[config.mk]
export PLATFORM = sky130hd
export DESIGN_NAME = branch_unit
export DESIGN_NICKNAME = d
export VERILOG_FILES = /design/src/hdl/id_pkg.sv /design/src/hdl/branch_unit.sv
export SDC_FILE = /design/constraint.sdc
export NUM_CORES = 1
export LEC_CHECK = 0
export ABC_AREA = 1
export BUFFER_PORTS_ARGS = -buffer_cell sky130_fd_sc_hd__buf_2
export CORE_AREA = 2 2 125 127
export DETAILED_ROUTE_END_ITERATION = 16
export DIE_AREA = 0 0 127 129
export PLACE_DENSITY_LB_ADDON = 0.05
export SYNTH_ARGS = -nofsm -noshare
export SYNTH_HDL_FRONTEND = slang
export SYNTH_SLANG_ARGS = --single-unit
[constraint.sdc]
create_clock -name vclk -period 4.5
set_input_delay 0 -clock vclk [all_inputs]
set_output_delay 0 -clock vclk [all_outputs]
set_load 0.03 [all_outputs]
[src/hdl/id_pkg.sv]
// decode stage package: widths, opcodes, funct3 codes, alu op codes, instruction union
`default_nettype none

package id_pkg;

  localparam int INST_WD     = 32;
  localparam int REG_ADDR_WD = 5;
  localparam int ALU_OP_WD   = 4;

  localparam logic [6:0] OPC_OP     = 7'b0110011;
  localparam logic [6:0] OPC_OP_IMM = 7'b0010011;
  localparam logic [6:0] OPC_LOAD   = 7'b0000011;
  localparam logic [6:0] OPC_BRANCH = 7'b1100011;
  localparam logic [6:0] OPC_JAL    = 7'b1101111;

  // funct3, OP and OP-IMM
  localparam logic [2:0] F3_ADD  = 3'b000;
  localparam logic [2:0] F3_SLL  = 3'b001;
  localparam logic [2:0] F3_SLT  = 3'b010;
  localparam logic [2:0] F3_SLTU = 3'b011;
  localparam logic [2:0] F3_XOR  = 3'b100;
  localparam logic [2:0] F3_SR   = 3'b101; // srl / sra
  localparam logic [2:0] F3_OR   = 3'b110;
  localparam logic [2:0] F3_AND  = 3'b111;

  // funct3, BRANCH
  localparam logic [2:0] F3_BEQ  = 3'b000;
  localparam logic [2:0] F3_BNE  = 3'b001;
  localparam logic [2:0] F3_BLT  = 3'b100;
  localparam logic [2:0] F3_BGE  = 3'b101;
  localparam logic [2:0] F3_BLTU = 3'b110;
  localparam logic [2:0] F3_BGEU = 3'b111;

  localparam logic [ALU_OP_WD-1:0] ALU_ADD  = 4'd0;
  localparam logic [ALU_OP_WD-1:0] ALU_SUB  = 4'd1;
  localparam logic [ALU_OP_WD-1:0] ALU_AND  = 4'd2;
  localparam logic [ALU_OP_WD-1:0] ALU_OR   = 4'd3;
  localparam logic [ALU_OP_WD-1:0] ALU_XOR  = 4'd4;
  localparam logic [ALU_OP_WD-1:0] ALU_SLT  = 4'd5;
  localparam logic [ALU_OP_WD-1:0] ALU_SLTU = 4'd6;
  localparam logic [ALU_OP_WD-1:0] ALU_SLL  = 4'd7;
  localparam logic [ALU_OP_WD-1:0] ALU_SRL  = 4'd8;
  localparam logic [ALU_OP_WD-1:0] ALU_SRA  = 4'd9;

  localparam logic [INST_WD-1:0] NOP_INST = 32'h0000_0013; // addi x0, x0, 0

  typedef union packed {
    struct packed {
      logic [6:0]             funct7;
      logic [REG_ADDR_WD-1:0] rs2;
      logic [REG_ADDR_WD-1:0] rs1;
      logic [2:0]             funct3;
      logic [REG_ADDR_WD-1:0] rd;
      logic [6:0]             opcode;
    } r;
    struct packed {
      logic [11:0]            imm12;
      logic [REG_ADDR_WD-1:0] rs1;
      logic [2:0]             funct3;
      logic [REG_ADDR_WD-1:0] rd;
      logic [6:0]             opcode;
    } i;
    struct packed {
      logic [6:0]             imm_hi; // inst[31:25]
      logic [REG_ADDR_WD-1:0] rs2;
      logic [REG_ADDR_WD-1:0] rs1;
      logic [2:0]             funct3;
      logic [4:0]             imm_lo; // inst[11:7]
      logic [6:0]             opcode;
    } b;
  } inst_u;

endpackage

`default_nettype wire

[src/hdl/branch_unit.sv]
// branch condition evaluation and redirect target for branches and jal
`timescale 1ns/1ns
`default_nettype none

module branch_unit #(
  parameter int XLEN = 64
) (
  input  logic            i_fire,
  input  logic            i_is_branch,
  input  logic            i_is_jal,
  input  logic [2:0]      i_br_func,
  input  logic [XLEN-1:0] i_rs1_data,
  input  logic [XLEN-1:0] i_rs2_data,
  input  logic [XLEN-1:0] i_pc,
  input  logic [XLEN-1:0] i_imm,
  output logic            o_br_taken,
  output logic [XLEN-1:0] o_br_target
);
  import id_pkg::*;

  logic cond;

  always_comb begin
    case (i_br_func)
      F3_BEQ:  cond = (i_rs1_data == i_rs2_data);
      F3_BNE:  cond = (i_rs1_data != i_rs2_data);
      F3_BLT:  cond = ($signed(i_rs1_data) <  $signed(i_rs2_data));
      F3_BGE:  cond = ($signed(i_rs1_data) >= $signed(i_rs2_data));
      F3_BLTU: cond = (i_rs1_data <  i_rs2_data);
      F3_BGEU: cond = (i_rs1_data >= i_rs2_data);
      default: cond = 1'b0;  // 010 / 011 never branch
    endcase
  end

  // same adder for branch and jal offsets
  assign o_br_target = i_pc + i_imm;

  // only in the cycle the instruction leaves for execute
  assign o_br_taken  = i_fire && (i_is_jal || (i_is_branch && cond));

endmodule

`default_nettype wire

# Word level (Yosys, flattened, before mapping)
# Index checks and enable logic that the tools add are counted.
# word_totals
reg_bits	0
output_inout_bits	65
elab_cells	17
# op_classes
add_sub_neg	1
magnitude_cmp	4
n_eq_ne	7
mux	1
reduce_logical	4
# op_table
operator	count
64-bit >= comparator	2
64-bit < comparator	2
64-bit adder	1
64-bit equality test	1
64-bit inequality test	1
3-bit equality test (second input constant)	4
1-bit one-hot mux with 6 select lines	1
3-bit by 1-bit equality test with 1-bit output (second input constant)	1
3-bit logical NOT	1
1-bit logical AND	2
1-bit logical OR	1

# Depth between registers and ports, before layout
# logic_depth
ltp_word	5
ltp_mapped	21

# Worst setup path after synthesis
# OpenSTA, ideal clock, no wires.
# synth_timing
path_kind	input to output
start	input port i_pc[0]
end	output port o_br_target[62]
t_arrival_ns	2.117
required_time_ns	4.500
setup_slack_ns	2.383
path_stages	14
path_buffers	0
path_cell_list	ha_1 inv_1 fa_1 nand3b_1 nand2_2 a21oi_2 o21ai_4 a21oi_4 inv_2 nand3_1 nand3_2 nand2_2 a21oi_2 xor2_1
# synth_between
elab_chain_len	1
# synth_rtl
item	line	source
start: declaration	branch_unit.sv:14	input logic [XLEN-1:0] i_pc,
64-bit adder	branch_unit.sv:36	assign o_br_target = i_pc + i_imm;
end: declaration	branch_unit.sv:17	output logic [XLEN-1:0] o_br_target
# No other way between the ends.

# Worst setup path after layout
# Same ends and word-level chain as after synthesis.

==> results.cfg <==
[final_layout]
clkbuf_count = 0
flops_and_latches = 0
register_area_um2 = 0
final_cell_area_um2 = 7950
nets = 1735
syn2layout_area_growth_pct = 30.90
final_layout_size_suffix_gt1_frac = 0.2964

[yosys]
ys_types = 40
synthCells = 1016
yosys_warnings = 0
seq_area_frac_synth = 0
syn-num-nets = 1406
synth.cell_area_um2 = 6073
avgSynthCellArea_um2 = 5.978

[setup_path]
path_class = in -> out
endpoint = o_br_target[62]
critPathMaxFanout = 4
cp-start-kind = input pin
cp.required_ns = 4.50
setup.worst_path.start = i_pc[0]
crit_arrival_ns = 2.32
endpoint_kind = output pin

[power_and_ir_drop]
ir_drop_mv = 0.1295
p_leak_nw = 4.513
p_per_area_nw_per_um2 = 164.9

[floorplan]
die_h_um = 129
start_util = 0.4055
coreArea_um2 = 14980
die_area_um2 = 16380
rows = 45
ios = 327
dieWidth_um = 127

[timing]
fin_crit_sh = 0.5153
fin_setup_tns_ns = 0
max_freq_mhz = 431.2
whs_ns = 0.3450
finalSetupViolations = 0
slew_viol_final = 0
worst_slew_pin_slew_ns = 0.3843
maxSlewHeadroom = 0.7411
rsz0062_at_grt = false
fin_crit_ns = 2.319
hold_viol_final = 0

[detailed_routing]
drt-initial-drc-count = 281
drt_first_pass_iters = 4
avgRoutedWirePerCell_um = 13.39
ant_nets = 0
wl_um = 20530
drt_drc_violations_left = 0
viasPerCell = 4.952
vias = 7592

[clock_network]
cts_setup_buffers = 0
post_cts_resized = 0
cts_hold_buf = 0

[global_routing]
grt-busiest-layer = met2
grt_pass1_vias = 7083
use_met1 = 0.2813
grt_use_met3 = 0.02037
antenna_found_initial = 3
use_met2 = 0.4459
grt_overflow = 0
grt_pass1_wl_um = 31730
grt.total_usage = 0.2328
grt_max_degree = 7

[worst_hold_path]
hold_path.class = in -> out

[placed_design]
placement.io_buffers = 327
dp_hpwl_um = 19140
gp_congestion = 0.9385
placed_area_um2 = 7945

[run_status]
status = completed

[flow_run]
drv_cap = 0
## report_power, final
part | internal, W | leakage [nW] | switching [W]
clock network | 0.0000000000594 | 0.0000127 | 0
logic | 0.000458 | 4.51 | 0.000853
registers | 0 | 0 | 0
total | 0.000458 | 4.51 | 0.000853
## cells in the final DEF (no fill, tap or decap), drive strengths merged, types with 14 or more instances in the layout
cell / n
a21o: 14
buf: 327
nor2: 135
nor3: 14
a31oi: 21
xor2: 30
nand2: 192
o21ai: 59
inv: 190
a21oi: 130
nand3: 37
ha: 127
xnor2: 32
## cell type report
type                       instances  area [µm²]
fill                            1656        7027
multi-input combinational        826        5360
timing repair buffer             327        1637
inverter                         190       713.2
tap                              188       235.2
antenna                            2       5.005
## worst max-delay path, cell delays in order
cell and delay (ns):
buf_2 0.08, ha_1 0.15, inv_1 0.05, fa_1 0.40
nand3b_1 0.19, nand2_2 0.12, a21oi_2 0.09, o21ai_4 0.21
a21oi_4 0.10, inv_2 0.09, nand3_1 0.08, nand3_2 0.14
nand2_2 0.06, a21oi_2 0.19, xor2_1 0.15, buf_2 0.21
## metal layers
| layer | part of all wire | vias to the layer above | wire [µm] |
|---|---|---|---|
| met4 | 0.025 | 2 | 519 |
| met2 | 0.49 | 262 | 9972 |
| met3 | 0.062 | 37 | 1267 |
| met1 | 0.43 | 3265 | 8763 |
| met5 | 0.00054 | - | 11 |
| li1 | - | 4026 | - |
## cells by family after synthesis
family / count (synthesis) / share of synthesized area
and+or+nand+nor: 393 / 0.2820
buffers and inverters: 190 / 0.1174
xor gates and xnor gates: 62 / 0.08941
AOI/OAI and AO/OA: 243 / 0.2462
adders and majority gates: 128 / 0.2649
## metrics by stage
stage           power, W  cells  utilization  setup WS [ns]
2_1_floorplan  0.0008902   1016            -          2.383
3_3_place_gp    0.001306   1531       0.5305          2.244
3_5_place_dp    0.001305   1531       0.5305          2.167
4_1_cts         0.001312   1531       0.5305          2.164
5_1_grt         0.001432   1533       0.5308          2.040
6_report        0.001311   1533       0.5308          2.181
## worst min path at each step
| stage | start | endpoint | slack (ns) | cells after the start |
|---|---|---|---|---|
| final | i_fire | o_br_taken | 0.34 | 4 |
| after global placement | i_fire | o_br_taken | 0.34 | 4 |
| after global routing | i_imm[0] | o_br_target[0] | 0.37 | 3 |
| after floorplan | i_fire | o_br_taken | 0.15 | 2 |
| after CTS | i_fire | o_br_taken | 0.35 | 4 |
| after detailed placement | i_fire | o_br_taken | 0.35 | 4 |
## synthesized netlist by cell type, drive strengths merged
master,n,area [µm²]
a21o,14,105.1
a21oi,130,759.5
a221oi,1,8.760
a31oi,21,131.4
and2,1,6.260
and3,2,12.51
fa,1,20.02
ha,127,1589
inv,190,713.2
nand2,192,740.7
nand3,37,232.7
nand3b,2,15.01
nand4,4,25.02
nor2,135,519.3
nor3,14,96.35
nor4,6,65.06
o2111ai,3,32.53
o211ai,6,50.05
o21a,3,22.52
o21ai,59,336.6
o21bai,6,48.80
xnor2,32,280.3
xor2,30,262.8
Note: power is estimated with default switching activity, not from simulation.
