[src/hdl/id_pkg.sv]
// decode stage package: widths, opcodes, funct3 codes, alu op codes, instruction union
`default_nettype none

package id_pkg;

  localparam int INST_WD     = 32;
  localparam int REG_ADDR_WD = 5;
  localparam int ALU_OP_WD   = 4;

  localparam logic [6:0] OPC_OP     = 7'b0110011;
  localparam logic [6:0] OPC_OP_IMM = 7'b0010011;
  localparam logic [6:0] OPC_LOAD   = 7'b0000011;
  localparam logic [6:0] OPC_BRANCH = 7'b1100011;
  localparam logic [6:0] OPC_JAL    = 7'b1101111;

  // funct3, OP and OP-IMM
  localparam logic [2:0] F3_ADD  = 3'b000;
  localparam logic [2:0] F3_SLL  = 3'b001;
  localparam logic [2:0] F3_SLT  = 3'b010;
  localparam logic [2:0] F3_SLTU = 3'b011;
  localparam logic [2:0] F3_XOR  = 3'b100;
  localparam logic [2:0] F3_SR   = 3'b101; // srl / sra
  localparam logic [2:0] F3_OR   = 3'b110;
  localparam logic [2:0] F3_AND  = 3'b111;

  // funct3, BRANCH
  localparam logic [2:0] F3_BEQ  = 3'b000;
  localparam logic [2:0] F3_BNE  = 3'b001;
  localparam logic [2:0] F3_BLT  = 3'b100;
  localparam logic [2:0] F3_BGE  = 3'b101;
  localparam logic [2:0] F3_BLTU = 3'b110;
  localparam logic [2:0] F3_BGEU = 3'b111;

  localparam logic [ALU_OP_WD-1:0] ALU_ADD  = 4'd0;
  localparam logic [ALU_OP_WD-1:0] ALU_SUB  = 4'd1;
  localparam logic [ALU_OP_WD-1:0] ALU_AND  = 4'd2;
  localparam logic [ALU_OP_WD-1:0] ALU_OR   = 4'd3;
  localparam logic [ALU_OP_WD-1:0] ALU_XOR  = 4'd4;
  localparam logic [ALU_OP_WD-1:0] ALU_SLT  = 4'd5;
  localparam logic [ALU_OP_WD-1:0] ALU_SLTU = 4'd6;
  localparam logic [ALU_OP_WD-1:0] ALU_SLL  = 4'd7;
  localparam logic [ALU_OP_WD-1:0] ALU_SRL  = 4'd8;
  localparam logic [ALU_OP_WD-1:0] ALU_SRA  = 4'd9;

  localparam logic [INST_WD-1:0] NOP_INST = 32'h0000_0013; // addi x0, x0, 0

  typedef union packed {
    struct packed {
      logic [6:0]             funct7;
      logic [REG_ADDR_WD-1:0] rs2;
      logic [REG_ADDR_WD-1:0] rs1;
      logic [2:0]             funct3;
      logic [REG_ADDR_WD-1:0] rd;
      logic [6:0]             opcode;
    } r;
    struct packed {
      logic [11:0]            imm12;
      logic [REG_ADDR_WD-1:0] rs1;
      logic [2:0]             funct3;
      logic [REG_ADDR_WD-1:0] rd;
      logic [6:0]             opcode;
    } i;
    struct packed {
      logic [6:0]             imm_hi; // inst[31:25]
      logic [REG_ADDR_WD-1:0] rs2;
      logic [REG_ADDR_WD-1:0] rs1;
      logic [2:0]             funct3;
      logic [4:0]             imm_lo; // inst[11:7]
      logic [6:0]             opcode;
    } b;
  } inst_u;

endpackage

`default_nettype wire

[src/hdl/gpr_file.sv]
// general register file, 32 entries, two async read ports, one sync write port
`timescale 1ns/1ns
`default_nettype none

module gpr_file #(
  parameter int XLEN = 64
) (
  input  logic                           i_clk,
  input  logic                           i_rst,
  input  logic [id_pkg::REG_ADDR_WD-1:0] i_raddr1,
  input  logic [id_pkg::REG_ADDR_WD-1:0] i_raddr2,
  output logic [XLEN-1:0]                o_rdata1,
  output logic [XLEN-1:0]                o_rdata2,
  input  logic                           i_wen,
  input  logic [id_pkg::REG_ADDR_WD-1:0] i_waddr,
  input  logic [XLEN-1:0]                i_wdata
);
  import id_pkg::*;

  localparam int NREGS = 2 ** REG_ADDR_WD;

  logic [XLEN-1:0] regs [0:NREGS-1];

  // x0 is cleared here and never written after
  always_ff @(posedge i_clk) begin
    if (i_rst) begin
      for (int i = 0; i < NREGS; i++) begin
        regs[i] <= '0;
      end
    end else if (i_wen && (i_waddr != '0)) begin
      regs[i_waddr] <= i_wdata;
    end
  end

  assign o_rdata1 = regs[i_raddr1];
  assign o_rdata2 = regs[i_raddr2];

endmodule

`default_nettype wire

[config.mk]
export PLATFORM = sky130hd
export DESIGN_NAME = gpr_file
export DESIGN_NICKNAME = d
export VERILOG_FILES = /design/src/hdl/id_pkg.sv /design/src/hdl/gpr_file.sv
export SDC_FILE = /design/constraint.sdc
export NUM_CORES = 2
export LEC_CHECK = 0
export BUFFER_PORTS_ARGS = -buffer_cell sky130_fd_sc_hd__buf_2
export CAP_MARGIN = 0
export CORE_MARGIN = 5
export CORE_UTILIZATION = 35
export CTS_CLUSTER_SIZE = 8
export DETAILED_ROUTE_END_ITERATION = 10
export GPL_ROUTABILITY_DRIVEN = 0
export PLACE_DENSITY = 0.5
export SETUP_SLACK_MARGIN = 0.4
export SYNTH_ARGS = -nofsm -noshare
export SYNTH_HDL_FRONTEND = slang
export SYNTH_SLANG_ARGS = --single-unit
[constraint.sdc]
create_clock -name i_clk -period 9.15 [get_ports i_clk]
set_input_delay 2.2875 -clock i_clk [delete_from_list [all_inputs] [get_ports i_clk]]
set_output_delay 2.2875 -clock i_clk [all_outputs]
set_load 0.005 [all_outputs]
## Word level (Yosys, flattened, before mapping)

Memory sizes are Yosys's and may differ from the RTL's.
Index checks and enable logic that the tools add are counted.

- Flip-flop bits (word level): 0
- RAM bits: 2,048
- Input port bits: 82
- Output and inout bits: 128
- Logic and storage cells: 12
- Memories kept: 1

Memory list:

| memory | depth | bits a word | read ports | clocked after Yosys merged registers in | wr ports | RTL line | text |
|---|---|---|---|---|---|---|---|
| regs | 32 | 64 | 2 | 0 | 32 | gpr_file.sv:22 | `logic [XLEN-1:0] regs [0:NREGS-1];` |

- Multiplexer cells: 8
- Reduce and logical (&&, ||, !) cells: 3

Operator list:

| cell | number |
|---|---|
| $mux 64 | 1 |
| $reduce_or 64->1 | 1 |
| $mux 1 | 6 |
| $mux 5 | 1 |
| $reduce_bool 5->1 | 1 |
| $logic_and 1x1->1 | 1 |

## Longest topological paths before layout

- Depth in word-level cells: 7
- Mapped depth: 8
- Depth with buffers taken out: 5

## Worst setup path after synthesis

Ideal clock, no wire load.

- Kind: input-to-output
- Start point: input i_raddr2[0] (netlist name)
- End point: output o_rdata2[16]
- Arrival: 3.663 ns
- Data required time: 6.863 ns
- Slack: 3.200 ns
- Cell stages on the path: 6
- Buffers on the path: 3
- Cells stage by stage: buf_4 -> buf_6 -> buf_2 -> mux4_2 -> a22oi_1 -> nand4_1

- Cells in the longest elaborated chain, start to end: 1

Ends and longest elaborated chain:

| what | RTL line | text |
|---|---|---|
| from (decl) | gpr_file.sv:11 | `input logic [id_pkg::REG_ADDR_WD-1:0] i_raddr2,` |
| $mem_v2 32x64 | -- |  |
| to (decl) | gpr_file.sv:13 | `output logic [XLEN-1:0] o_rdata2,` |

Every way passes these cells.

## Final worst setup path

- Start point: input i_raddr2[3] (netlist name)
- End point: output o_rdata2[12]

The elaborated chain is that of the path after synthesis.

==> results by group <==
Routing
  • Avg Vias per Cell: 6.45
  • DR WL/cell: 43.0 um
  • Post-Route WL: 479000 um
  • DRC viols: 0
  • Router iterations before antenna repair: 6
  • Iteration-0 DRC Markers: 11800
  • DR vias: 71900
  • Post-DRT Antenna Nets: 1

Hold path
  • HP Class: in2reg
  • Hold Path Origin: i_rst

Job
  • Max Cap Viol: 0

Worst setup path
  • Critical Path Source Type: input pin
  • Crit. Startpoint: i_raddr2[3]
  • Worst-path fanout max: 40
  • Slowest Stage Delay on Critical Path: 0.90 ns
  • Worst EP arrival: 5.68 ns
  • Crit path max-delay cell type: nor4_1
  • Cell mode on critical path: buf_4
  • WP buf/inv: 3
  • Crit. End Element: primary output
  • Worst path cell trace: buf_4 > nor2_1 > nand2_2 > o22ai_1 > nor4_1 > buf_4 > buf_2
  • Crit path max-delay family: simple AND/OR/NAND/NOR gates
  • Critical path type: in2out
  • CP required: 6.86 ns

Synth
  • Cell count after synthesis: 7001
  • Number of synthesized register bits: 2048
  • Mean Syn Cell Area: 15.2 sq um
  • Post-synthesis sequential area ratio: 57.6%
  • Synth Area in Simple Gates: 13.6%
  • Synth top area share: 57.6%
  • Adder-Cell Fraction of Synth Area: 0%
  • Synth area leaders: edfxtp_1 58%, mux4_2 18%, and2_1 12%, mux2i_1 2.7%, o22ai_1 1.9%
  • Number of synthesized flops with an enable pin: 2048
  • Mux contribution to synthesized area: 21.4%
  • Post-synth ARST share: 0%
  • Distinct cells, synth: 41
  • Xor and xnor fraction of the mapped netlist area: 0%
  • Largest area contributor in the netlist: edfxtp_1
  • Main combinational cell family by area after synthesis: multiplexers
  • Yosys Warn Count: 0
  • Synth Cell Area: 0.107 sq mm
  • Top FF cell, synth: edfxtp_1
  • Compound-Gate Fraction of Synth Area: 3.94%
  • Count leader, synth: edfxtp_1
  • Most instantiated cells after synthesis: 2048 x edfxtp_1, 1991 x and2_1, 869 x mux4_2, 451 x clkbuf_1, 326 x o22ai_1

Timing
  • Final setup viols: 0
  • Least-Margin Pin Slew: 1.30 ns
  • Final period demand of the worst path: 7.97 ns
  • RSZ-0062 raised after global routing: no
  • Setup WS post-layout: 1.18 ns
  • Max Slew Vio Count: 0
  • Fin Hold WS: 1.90 ns
  • Tcrit/Tclk final: 87.1%
  • Slew margin rel.: 13.1%
  • Post-route setup TNS: 0 ns
  • Final hold vios: 0
  • Fmax: 125 MHz

CTS
  • Reg clk slew, reported paths: 0.05 ns
  • H-tree depth: 5
  • Clock Tree Buf Depth: 4
  • CTS root buf: clkbuf_16
  • Hold-fix buffers, CTS: 0
  • CTS tree: done
  • Setup bufs post-CTS: 0
  • CTS buffer count: 299
  • Post-CTS sizing: 0
  • Clock sink count: 2048

Final layout
  • Final Instance Area: 0.121 sq mm
  • Non-Filler Instances: 11100
  • Area Growth Syn to Fin: 13.1%
  • Max FFs per register: 2048
  • Fin util: 39.8%
  • Layout fillers: 27600
  • Final #Nets: 7151
  • Biggest register: regs
  • Share of layout cells above drive strength 1: 25.8%
  • Largest regs: regs: 2048 flops

Power
  • Switching pwr: 6.20 mW
  • Clock power share: 41.9%
  • Logic pwr share: 11.6%
  • Pwr Total: 23.9 mW
  • Peak supply drop: 0.146 mV
  • Switching part of the total: 25.9%
  • Internal power: 17.7 mW
  • Sequential Power Share: 46.5%
  • P per Cell Area: 198 mW/mm^2
  • Leak pwr: 41.0 nW

Global routing
  • First-pass GRT wire length: 638000 um
  • Gr ovfl total: 0
  • Met3 global-route usage: 6.83%
  • GR Util met1: 38.4%
  • GRT Overall Usage: 29.6%
  • Busiest grt layer: met2
  • Largest net degree at the start of global routing: 100
  • Vias in the first global route: 70900
  • M2 GR Usage: 46.7%
  • Initial antenna violation count: 96

Outcome
  • Status: finished, violations left
  • Failing checks: antenna violations

Die
  • Io pins: 210
  • Row cnt: 202
  • DIE AREA: 0.316 sq mm
  • Die width: 562 um
  • Chip height: 562 um
  • Initial Util: 35.2%
  • Core area: 0.303 sq mm

Place
  • Placed insts: 10700
  • Placed cell areas: 0.113 sq mm
  • Buffers added on ports: 209
  • Post-Place Worst Slack: 1.20 ns
  • Final HPWL DP: 272000 um
power groups by stage:
stage / clock [mW] / combinational (mW) / sequential (mW)
floorplan: 0 / 1.55 / 11.2
global placement: 0 / 2.75 / 11.3
detailed placement: 0 / 2.75 / 11.3
CTS: 10.1 / 2.76 / 11.1
global route: 10.5 / 2.85 / 11.2
finish: 10.0 / 2.78 / 11.1
per-layer routing:
metal  vias up  share of wire (%)  wire length (um)
li1      27200                  -                 -
met1     38000                 37            177000
met2      5480                 46            220000
met3      1173                 11             54400
met4        48                5.6             26700
met5         -              0.087               417
layout by cell type, fill, tap and decap left out, drive strengths merged, types with 37 or more instances in the layout:
| master | count |
|---|---|
| or2 | 37 |
| mux2i | 286 |
| mux4 | 869 |
| a21oi | 41 |
| nor2 | 68 |
| clkbuf | 308 |
| edfxtp | 2048 |
| o22ai | 326 |
| and2 | 1991 |
| conb | 64 |
| nor2b | 47 |
| diode | 62 |
| nor4 | 95 |
| nand3 | 49 |
| buf | 474 |
| a22oi | 196 |
cell type report:
type / instances / area (sq um) / area share [%]
flip-flops and latches: 2048 / 61500 / 51.0
multi-input cells: 4245 / 42400 / 35.1
clock buffers: 308 / 7580 / 6.28
well taps: 3978 / 4980 / 4.13
repair buffers: 474 / 3710 / 3.07
clock inverters: 25 / 324 / 0.269
diodes: 62 / 155 / 0.129
inverters: 1 / 3.75 / 0.00311
path summary, 6_finish.rpt:
check | end | slack [ns] | cells past startpoint
setup / recovery | o_rdata2[12] | 1.18 | 7
hold / removal | regs[0][35] | 1.90 | 1
logic make-up after synthesis:
logic type / count (synthesis)
AO/OA/AOI/OAI: 627
multiplexers: 1187
other: 1
buffers and inverters: 771
flip-flops: 2048
AND/OR/NAND/NOR: 2367
Power figures use the tool's default switching activity.
