File: src/hdl/id_pkg.sv
// decode stage package: widths, opcodes, funct3 codes, alu op codes, instruction union
`default_nettype none

package id_pkg;

  localparam int INST_WD     = 32;
  localparam int REG_ADDR_WD = 5;
  localparam int ALU_OP_WD   = 4;

  localparam logic [6:0] OPC_OP     = 7'b0110011;
  localparam logic [6:0] OPC_OP_IMM = 7'b0010011;
  localparam logic [6:0] OPC_LOAD   = 7'b0000011;
  localparam logic [6:0] OPC_BRANCH = 7'b1100011;
  localparam logic [6:0] OPC_JAL    = 7'b1101111;

  // funct3, OP and OP-IMM
  localparam logic [2:0] F3_ADD  = 3'b000;
  localparam logic [2:0] F3_SLL  = 3'b001;
  localparam logic [2:0] F3_SLT  = 3'b010;
  localparam logic [2:0] F3_SLTU = 3'b011;
  localparam logic [2:0] F3_XOR  = 3'b100;
  localparam logic [2:0] F3_SR   = 3'b101; // srl / sra
  localparam logic [2:0] F3_OR   = 3'b110;
  localparam logic [2:0] F3_AND  = 3'b111;

  // funct3, BRANCH
  localparam logic [2:0] F3_BEQ  = 3'b000;
  localparam logic [2:0] F3_BNE  = 3'b001;
  localparam logic [2:0] F3_BLT  = 3'b100;
  localparam logic [2:0] F3_BGE  = 3'b101;
  localparam logic [2:0] F3_BLTU = 3'b110;
  localparam logic [2:0] F3_BGEU = 3'b111;

  localparam logic [ALU_OP_WD-1:0] ALU_ADD  = 4'd0;
  localparam logic [ALU_OP_WD-1:0] ALU_SUB  = 4'd1;
  localparam logic [ALU_OP_WD-1:0] ALU_AND  = 4'd2;
  localparam logic [ALU_OP_WD-1:0] ALU_OR   = 4'd3;
  localparam logic [ALU_OP_WD-1:0] ALU_XOR  = 4'd4;
  localparam logic [ALU_OP_WD-1:0] ALU_SLT  = 4'd5;
  localparam logic [ALU_OP_WD-1:0] ALU_SLTU = 4'd6;
  localparam logic [ALU_OP_WD-1:0] ALU_SLL  = 4'd7;
  localparam logic [ALU_OP_WD-1:0] ALU_SRL  = 4'd8;
  localparam logic [ALU_OP_WD-1:0] ALU_SRA  = 4'd9;

  localparam logic [INST_WD-1:0] NOP_INST = 32'h0000_0013; // addi x0, x0, 0

  typedef union packed {
    struct packed {
      logic [6:0]             funct7;
      logic [REG_ADDR_WD-1:0] rs2;
      logic [REG_ADDR_WD-1:0] rs1;
      logic [2:0]             funct3;
      logic [REG_ADDR_WD-1:0] rd;
      logic [6:0]             opcode;
    } r;
    struct packed {
      logic [11:0]            imm12;
      logic [REG_ADDR_WD-1:0] rs1;
      logic [2:0]             funct3;
      logic [REG_ADDR_WD-1:0] rd;
      logic [6:0]             opcode;
    } i;
    struct packed {
      logic [6:0]             imm_hi; // inst[31:25]
      logic [REG_ADDR_WD-1:0] rs2;
      logic [REG_ADDR_WD-1:0] rs1;
      logic [2:0]             funct3;
      logic [4:0]             imm_lo; // inst[11:7]
      logic [6:0]             opcode;
    } b;
  } inst_u;

endpackage

`default_nettype wire

File: src/hdl/inst_decoder.sv
// instruction decoder: register indices, sign-extended immediate, alu and control signals
`timescale 1ns/1ns
`default_nettype none

module inst_decoder #(
  parameter int XLEN = 64
) (
  input  id_pkg::inst_u                  i_inst,
  output logic [id_pkg::REG_ADDR_WD-1:0] o_rs1,
  output logic [id_pkg::REG_ADDR_WD-1:0] o_rs2,
  output logic [id_pkg::REG_ADDR_WD-1:0] o_rd,
  output logic [XLEN-1:0]                o_imm,
  output logic [id_pkg::ALU_OP_WD-1:0]   o_alu_op,
  output logic                           o_src2_imm,
  output logic                           o_gpr_wen,
  output logic                           o_load,
  output logic                           o_is_branch,
  output logic                           o_is_jal,
  output logic [2:0]                     o_br_func,
  output logic                           o_invalid
);
  import id_pkg::*;

  logic [XLEN-1:0] imm_i;
  logic [XLEN-1:0] imm_b;
  logic [XLEN-1:0] imm_j;
  logic            writes_rd;

  // alt selects sub / sra, sub only exists for OP
  function automatic logic [ALU_OP_WD-1:0] alu_sel(input logic [2:0] f3, input logic alt,
                                                   input logic sub_ok);
    logic [ALU_OP_WD-1:0] op;
    case (f3)
      F3_ADD:  op = (alt && sub_ok) ? ALU_SUB : ALU_ADD;
      F3_SLL:  op = ALU_SLL;
      F3_SLT:  op = ALU_SLT;
      F3_SLTU: op = ALU_SLTU;
      F3_XOR:  op = ALU_XOR;
      F3_SR:   op = alt ? ALU_SRA : ALU_SRL;
      F3_OR:   op = ALU_OR;
      default: op = ALU_AND;
    endcase
    return op;
  endfunction

  assign imm_i = {{(XLEN-12){i_inst.i.imm12[11]}}, i_inst.i.imm12};
  assign imm_b = {{(XLEN-13){i_inst.b.imm_hi[6]}}, i_inst.b.imm_hi[6], i_inst.b.imm_lo[0],
                  i_inst.b.imm_hi[5:0], i_inst.b.imm_lo[4:1], 1'b0};
  // jal offset is scattered over the rs1, funct3 and rs2 fields
  assign imm_j = {{(XLEN-21){i_inst.b.imm_hi[6]}}, i_inst.b.imm_hi[6], i_inst.b.rs1,
                  i_inst.b.funct3, i_inst.b.rs2[0], i_inst.b.imm_hi[5:0],
                  i_inst.b.rs2[4:1], 1'b0};

  always_comb begin
    o_rs1       = '0;  // unused sources stay x0, no false stalls
    o_rs2       = '0;
    o_rd        = '0;
    o_imm       = '0;
    o_alu_op    = ALU_ADD;
    o_src2_imm  = 1'b0;
    o_load      = 1'b0;
    o_is_branch = 1'b0;
    o_is_jal    = 1'b0;
    o_br_func   = i_inst.b.funct3;
    o_invalid   = 1'b0;
    writes_rd   = 1'b0;
    case (i_inst.r.opcode)
      OPC_OP: begin
        o_rs1     = i_inst.r.rs1;
        o_rs2     = i_inst.r.rs2;
        o_rd      = i_inst.r.rd;
        o_alu_op  = alu_sel(i_inst.r.funct3, i_inst.r.funct7[5], 1'b1);
        writes_rd = 1'b1;
      end
      OPC_OP_IMM: begin
        o_rs1      = i_inst.i.rs1;
        o_rd       = i_inst.i.rd;
        o_imm      = imm_i;
        o_alu_op   = alu_sel(i_inst.i.funct3, i_inst.i.imm12[10], 1'b0);
        o_src2_imm = 1'b1;
        writes_rd  = 1'b1;
      end
      OPC_LOAD: begin
        o_rs1      = i_inst.i.rs1;
        o_rd       = i_inst.i.rd;
        o_imm      = imm_i;     // address = rs1 + imm
        o_src2_imm = 1'b1;
        o_load     = 1'b1;
        writes_rd  = 1'b1;
      end
      OPC_BRANCH: begin
        o_rs1       = i_inst.b.rs1;
        o_rs2       = i_inst.b.rs2;
        o_imm       = imm_b;
        o_is_branch = 1'b1;
      end
      OPC_JAL: begin
        o_rd      = i_inst.i.rd;  // link written by execute
        o_imm     = imm_j;
        o_is_jal  = 1'b1;
        writes_rd = 1'b1;
      end
      default: o_invalid = 1'b1;
    endcase
  end

  assign o_gpr_wen = writes_rd && (o_rd != '0) && !o_invalid;

endmodule

`default_nettype wire

File: config.mk
export PLATFORM = sky130hd
export DESIGN_NAME = inst_decoder
export DESIGN_NICKNAME = d
export VERILOG_FILES = /design/src/hdl/id_pkg.sv /design/src/hdl/inst_decoder.sv
export SDC_FILE = /design/constraint.sdc
export NUM_CORES = 1
export LEC_CHECK = 0
export ABC_AREA = 0
export BUFFER_PORTS_ARGS = -buffer_cell sky130_fd_sc_hd__buf_2
export CORE_ASPECT_RATIO = 0.75
export CORE_MARGIN = 4
export CORE_UTILIZATION = 38
export DETAILED_ROUTE_END_ITERATION = 16
export PLACE_DENSITY = 0.93
export REMOVE_ABC_BUFFERS = 1
export SLEW_MARGIN = 20
export SYNTH_ARGS = -nofsm -noshare
export SYNTH_HDL_FRONTEND = slang
export SYNTH_SLANG_ARGS = --single-unit
export TNS_END_PERCENT = 100
File: constraint.sdc
create_clock -name vclk -period 8
set_input_delay 0.4 -clock vclk [all_inputs]
set_output_delay 0.4 -clock vclk [all_outputs]
set_load 0.02 [all_outputs]
======== After elaboration in Yosys (flattened, before gate mapping) ========
Cells that the tools add are included.
operators by class
  eq/ne operators ......................... 11
  muxes and demuxes ....................... 15
  reductions and logical operators ........ 9
operators by type and width
  operator                                              number
  one-hot mux 64 bit (3 select lines)                   1
  one-hot mux 4 bit (7 select lines)                    2
  2-to-1 mux 5 bit                                      3
  equality test 7 bit (second input constant)           2
  equality test 3 bit (second input constant)           3
  2-to-1 mux 1 bit                                      8
  one-hot mux 4 bit (2 select lines)                    1
  OR reduction 4 bit                                    2
  equality test 7 x 2 -> 1 bit (second input constant)  1
  equality test 7 x 5 -> 1 bit (second input constant)  1
  equality test 7 x 6 -> 1 bit (second input constant)  1
  equality test 3 x 2 -> 1 bit (second input constant)  2
  nonzero test 5 bit                                    1
  OR reduction 5 bit                                    1
  OR reduction 2 bit                                    2
  equality test 3 x 1 -> 1 bit (second input constant)  1
  zero test 3 bit                                       1
  logical AND 1 bit                                     2
storage, ports and cells
  flip-flop bits (word level) ............. 0
  logic and storage cells ................. 35

======== Longest topological paths before layout ========
Gate-level depths: netlist of run 1.
  depth after elaboration ................. 6
  depth in mapped cells ................... 6
  gate-level depth less buffers ........... 3

======== Worst setup path before layout of run 1 ========
No wires, ideal clock.
  path type ............................... input port to output port
  from .................................... input port i_inst[6] (netlist name)
  to ...................................... output port o_imm[21]
  arrival ................................. 3.039 ns
  setup slack ............................. 4.561 ns
  stages .................................. 5
  path buffers ............................ 2
  cell sequence ........................... buf_2 nor4_4 a21oi_4 nor2_1 buf_4
between the ends
  cells in the longest elaborated chain, start to end .. 3
RTL lines
  item                                                                                 line                text
  start, declared                                                                      inst_decoder.sv:8   input id_pkg::inst_u i_inst,
  equality test 7 x 5 -> 1 bit / equality test 7 x 2 -> 1 bit (equally long branches)  inst_decoder.sv:67  case (i_inst.r.opcode)
  OR reduction 2 bit (no source line)                                                  --
  one-hot mux 64 bit (3 select lines) (*)                                              inst_decoder.sv:67
  end, declared                                                                        inst_decoder.sv:12  output logic [XLEN-1:0] o_imm,
Every way passes the cells marked *; elsewhere a longest branch is shown, timed or not.

======== Final worst setup path of run 1 ========
  from .................................... input port i_inst[6] (netlist name)
  to ...................................... output port o_imm[45]
The elaborated chain is that of the path after synthesis.

==> summary.txt, run 1 <==
Power and ir drop
  • Worst vdd ir: 18.0 uV
  • Cell area power density: 32.6 nW/um^2
  • Leakage: 0.937 nW
  • Total power: 0.0000428 W

Drt
  • Routed len/inst: 12.7 microns
  • Vias post-DR: 1184
  • WL final: 3.22 mm
  • Total iterations of the first detailed-routing run: 4
  • Initial drt markers: 28
  • Via-to-Cell Ratio: 4.66
  • Final ANT Viol Nets: 0
  • # DRC: 0

Floorplan
  • IO Pins: 124
  • Die Area: 3650 sq um
  • Chip Width: 68.4 microns
  • Initial Util: 0.397
  • Row count: 16
  • Chip Height: 53.3 microns
  • Core Region: 2620 sq um

Global route
  • Initial antenna violation count: 0
  • Vias in the first global route: 952
  • Met2 usage: 0.298
  • GR peak layer: met2
  • GRT Util Overall: 0.152
  • Total grt overflow: 0
  • First-pass GRT wire length: 4.42 mm
  • Met3 usage: 0.0149
  • Met1 Usage GRT: 0.184
  • Largest net degree at the start of global routing: 45

Yosys
  • Sequential area share after synthesis: 0
  • Netlist area before placement: 1040 sq um
  • Avg Cell Area, Syn: 7.08 sq um
  • Post-Synthesis Cells: 147
  • Post-synth cell types: 34
  • Synth Warn #: 0

STA
  • Worst slew margin: 0.610
  • Fin. max-slew vios: 0
  • Final setup violation count: 0
  • RSZ-0062 raised after global routing: no
  • Hold violation count in the final report: 0
  • WHS: 1.09 ns
  • Tmin final: 2.50 ns
  • Worst Max-Slew Pin Slew: 0.584 ns
  • Fmax: 0.400 GHz
  • Post-route setup slack: 5.50 ns
  • Fin crit share: 0.313

Setup path
  • CP max-delay cell: and3b_1
  • Worst Path Required: 7.60 ns
  • Crit path max fanout: 44
  • Largest stage delay, worst path: 0.52 ns
  • Crit-path leading delay family: simple AND/OR/NAND/NOR gates
  • Startpoint Class: input pin
  • CP Data Arrival Time: 2.10 ns
  • CP most frequent cell: buf_2
  • Buf/Inv on CP: 2
  • Critical Path End Type: output pin
  • WS Path Type: input pin to output pin
  • Crit-path cells: buf_2 > and3b_1 > a21oi_4 > nor2_4 > buf_2

Layout
  • Ant diodes: 0
  • Fill cell count: 271
  • Area grow syn2layout: 26.1%
  • Nets: 252
  • Commonest cells after routing, fill and taps aside: 124 x buf_2, 12 x nand2_1, 10 x nor2_1, 10 x nor3b_1, 9 x a21o_1
  • Most common cell after layout, fill and taps aside: buf_2
  • Seq_cells: 0
  • Finished Core Util: 0.500
  • Sequential Area: 0 sq um
  • # clk buffers: 0
  • Area occupied by multi-input gates: 643 sq um
  • Layout cells sized above 1: 0.601

Placed design
  • DP HPWL: 2.80 mm
  • Placer congestion estimate: 0.843
  • Pre-CTS setup slack: 5.15 ns
  • Number of port buffers: 124

Clock tree
  • Post-cts sizing count: 0
  • Post-cts hold buffer count: 0
  • Setup Fix Bufs, Post-CTS: 0

Status
  • Status: complete, no violations

Min path
  • HP Class: input pin to output pin

Flow run
  • Max Cap Violations: 0
[per-layer routing]
layer	up-vias	part of all wire
met1	524	0.40
met3	0	0.097
met2	50	0.51
met4	0	0
li1	610	-
met5	-	0
[power breakdown]
group          internal, W  leakage [nW]  total [W]  switching, W
logic            0.0000160         0.937  0.0000428     0.0000268
clock network            0             0          0             0
registers                0             0          0             0
total            0.0000160         0.937  0.0000428     0.0000268
[synthesized netlist by cell type, drive strengths merged (2+ instances only)]
| library cell | number | area (sq um) |
|---|---|---|
| a21o | 9 | 67.6 |
| a21oi | 2 | 21.3 |
| a32oi | 3 | 26.3 |
| and2 | 8 | 50.1 |
| and3 | 6 | 42.5 |
| buf | 53 | 402 |
| nand2 | 12 | 45.0 |
| nand3 | 4 | 20.0 |
| nand3b | 3 | 22.5 |
| nor2 | 11 | 41.3 |
| nor3 | 7 | 40.0 |
| nor3b | 10 | 75.1 |
| nor4 | 2 | 27.5 |
| xnor2 | 2 | 17.5 |
| xor2 | 2 | 17.5 |
[final cells by class]
type	instances	area share
repair buffers	124	0.473
well taps	36	0.0343
inverters	1	0.00286
multi-input cells	93	0.490
[cells by family after synthesis]
| logic type | Yosys count | share of synthesized area |
|---|---|---|
| xor+xnor | 4 | 0.0337 |
| simple gates | 70 | 0.410 |
| buf+inv | 54 | 0.389 |
| compound gates | 18 | 0.157 |
| mux | 1 | 0.00962 |
[final timing paths]
path                   start            to  slack (ns)  depth (start not counted)
setup / recovery   i_inst[6]     o_imm[45]        5.50                          5
hold / removal    i_inst[13]  o_br_func[1]        1.09                          2
[stage by stage]
step | setup TNS, ns | area, sq um | instances
after floorplan | -181.39 | 639 | 94
after global placement | 0 | 1310 | 254
after detailed placement | 0 | 1310 | 254
after CTS | 0 | 1310 | 254
after global routing | 0 | 1310 | 254
final | 0 | 1310 | 254
(Power assumes the default switching activity.)
==> run 2, diff against run 1 <==
--- a/config.mk
+++ b/config.mk
@@ -9,9 +9,9 @@
 export BUFFER_PORTS_ARGS = -buffer_cell sky130_fd_sc_hd__buf_2
 export CORE_ASPECT_RATIO = 0.75
 export CORE_MARGIN = 4
-export CORE_UTILIZATION = 38
+export CORE_UTILIZATION = 35
 export DETAILED_ROUTE_END_ITERATION = 16
-export PLACE_DENSITY = 0.93
+export PLACE_DENSITY = 0.87
 export REMOVE_ABC_BUFFERS = 1
 export SLEW_MARGIN = 20
 export SYNTH_ARGS = -nofsm -noshare
==> constraint.sdc (replaced) <==
create_clock -name vclk -period 2.46
set_input_delay 0.123 -clock vclk [all_inputs]
set_output_delay 0.123 -clock vclk [all_outputs]
set_load 0.02 [all_outputs]
==> summary.txt, run 2 (synthesis results as in run 1) <==
Placed design
  • DP HPWL: 2.83 mm (+1.1%)
  • Post-Place Cell Area: 1320 sq um (+0.57%)
  • Number of port buffers: 124 (unchanged)
  • Placed cell count: 255 (+0.39%)
  • Placer congestion estimate: 0.829 (-1.6%)

STA
  • Fin. max-slew vios: 0 (unchanged)
  • RSZ-0062 raised after global routing: no
  • Worst Max-Slew Pin Slew: 0.485 ns (-0.0991 ns)
  • Total negative setup slack: 0 ns (unchanged)
  • Fin crit share: 0.714
  • Worst slew margin: 0.677 (+0.0670)
  • Hold violation count in the final report: 0 (unchanged)
  • Final setup violation count: 0 (unchanged)
  • Tmin final: 1.76 ns
  • Fmax: 0.569 GHz

Flow run
  • Max Cap Violations: 0 (unchanged)

Setup path
  • Critical Path End Type: output pin
  • CP Data Arrival Time: 1.63 ns (-0.47 ns)
  • Startpoint Class: input pin
  • Worst Path Required: 2.34 ns (-5.26 ns)
  • Crit path max fanout: 44 (unchanged)
  • WS Path Type: input pin to output pin

Layout
  • # clk buffers: 0 (unchanged)
  • Fill cell count: 290 (+7.0%)
  • Design area: 1320 sq um (+0.19%)
  • Finished Core Util: 0.483 (-0.0175)
  • Commonest cells after routing, fill and taps aside: 124 x buf_2, 12 x nand2_1, 10 x nor2_1, 10 x nor3b_1, 9 x a21o_1
  • Most common cell after layout, fill and taps aside: buf_2
  • Area grow syn2layout: 26.3%
  • Nets: 253 (+0.40%)
  • Ant diodes: 0 (unchanged)
  • Area occupied by multi-input gates: 638 sq um (-0.78%)
  • Layout cells sized above 1: 0.603 (+0.00182)
  • Non-Filler Instances: 255 (+0.39%)
  • Sequential Area: 0 sq um (unchanged)
  • Seq_cells: 0 (unchanged)

Clock tree
  • Post-cts sizing count: 0 (unchanged)
  • Setup Fix Bufs, Post-CTS: 0 (unchanged)
  • Post-cts hold buffer count: 0 (unchanged)

Drt
  • Via-to-Cell Ratio: 4.68 (+0.36%)
  • WL final: 3.24 mm (+0.62%)
  • Routed len/inst: 12.7 microns (+0.23%)
  • Initial drt markers: 43 (+54%)
  • Total iterations of the first detailed-routing run: 4 (unchanged)
  • Vias post-DR: 1193 (+0.76%)
  • # DRC: 0 (unchanged)
  • Final ANT Viol Nets: 0 (unchanged)

Min path
  • Hold EP: o_br_func[0]
  • HP Class: input pin to output pin
  • WHS Path Cells: 2 (unchanged)
  • Hold_sp: i_inst[12]

Floorplan
  • Chip Width: 71.0 microns (+3.7%)
  • Chip Height: 55.2 microns (+3.6%)
  • Die Area: 3920 sq um (+7.4%)
  • Row count: 16 (unchanged)
  • Initial Util: 0.382 (-0.0146)
  • IO Pins: 124 (unchanged)
  • Core Region: 2720 sq um (+3.8%)

Global route
  • Total grt overflow: 0 (unchanged)
  • First-pass GRT wire length: 5.09 mm (+15%)
  • Met1 Usage GRT: 0.184 (about the same)
  • Met3 usage: 0.0163 (+0.00144)
  • GRT Util Overall: 0.150 (-0.00255)
  • Largest net degree at the start of global routing: 45 (unchanged)
  • Met2 usage: 0.293 (-0.00468)
  • GR peak layer: met2
  • Vias in the first global route: 1015 (+6.6%)
  • Initial antenna violation count: 0 (unchanged)

Power and ir drop
  • Cell area power density: 105 nW/um^2 (+220%)
  • Leakage: 0.942 nW (+0.55%)
  • Total power: 0.000138 W (+220%)
  • Worst vdd ir: 50.0 uV (+180%)

Status
  • Status: complete, no violations
==> run 2: cell types whose count changed in the layout (fill, tap and decap cells not counted), sizes merged <==
cell	change
buf	+1
==> run 2: metal layers <==
layer	vias up	part of all wire	wire length [microns]
met5	-	0	0
met4	0	0	0
met3	0	0.093	300
met2	58	0.53	1720
met1	520	0.38	1230
li1	615	-	-
==> run 2: per-stage QoR <==
step / hold WS (ns) / worst slack, ns
5_1_grt: 0.550 / 0.501
2_1_floorplan: 0.246 / -9.11
4_1_cts: 0.534 / 0.692
6_report: 0.532 / 0.703
3_3_place_gp: 0.533 / 0.761
3_5_place_dp: 0.534 / 0.689
==> run 2: cell type report <==
type               count  share of cell area
well taps             36              0.0343
repair buffers       125               0.478
multi-input cells     93               0.485
inverters              1             0.00285
==> run 2: worst max path at each step <==
stage	startpoint	to	slack (ns)	cells after the start
6_report	i_inst[6]	o_imm[26]	0.70	6
5_1_grt	i_inst[6]	o_imm[44]	0.50	6
4_1_cts	i_inst[6]	o_imm[26]	0.69	6
3_5_place_dp	i_inst[6]	o_imm[56]	0.69	6
3_3_place_gp	i_inst[6]	o_imm[32]	0.76	6
2_1_floorplan	i_inst[4]	o_imm[20]	-9.11	3
==> run 2: where the power goes <==
group / internal [W] / total [W] / switching [W]
registers: 0 / 0 / 0
logic: 0.0000522 / 0.000138 / 0.0000859
clock network: 0 / 0 / 0
total: 0.0000522 / 0.000138 / 0.0000859
==> run 2: worst max-delay path, stage by stage <==
cell and delay (ns):
buf_2 0.22, and3b_1 0.51, a21oi_4 0.15, nor2_2 0.12, buf_4 0.27, buf_2 0.22
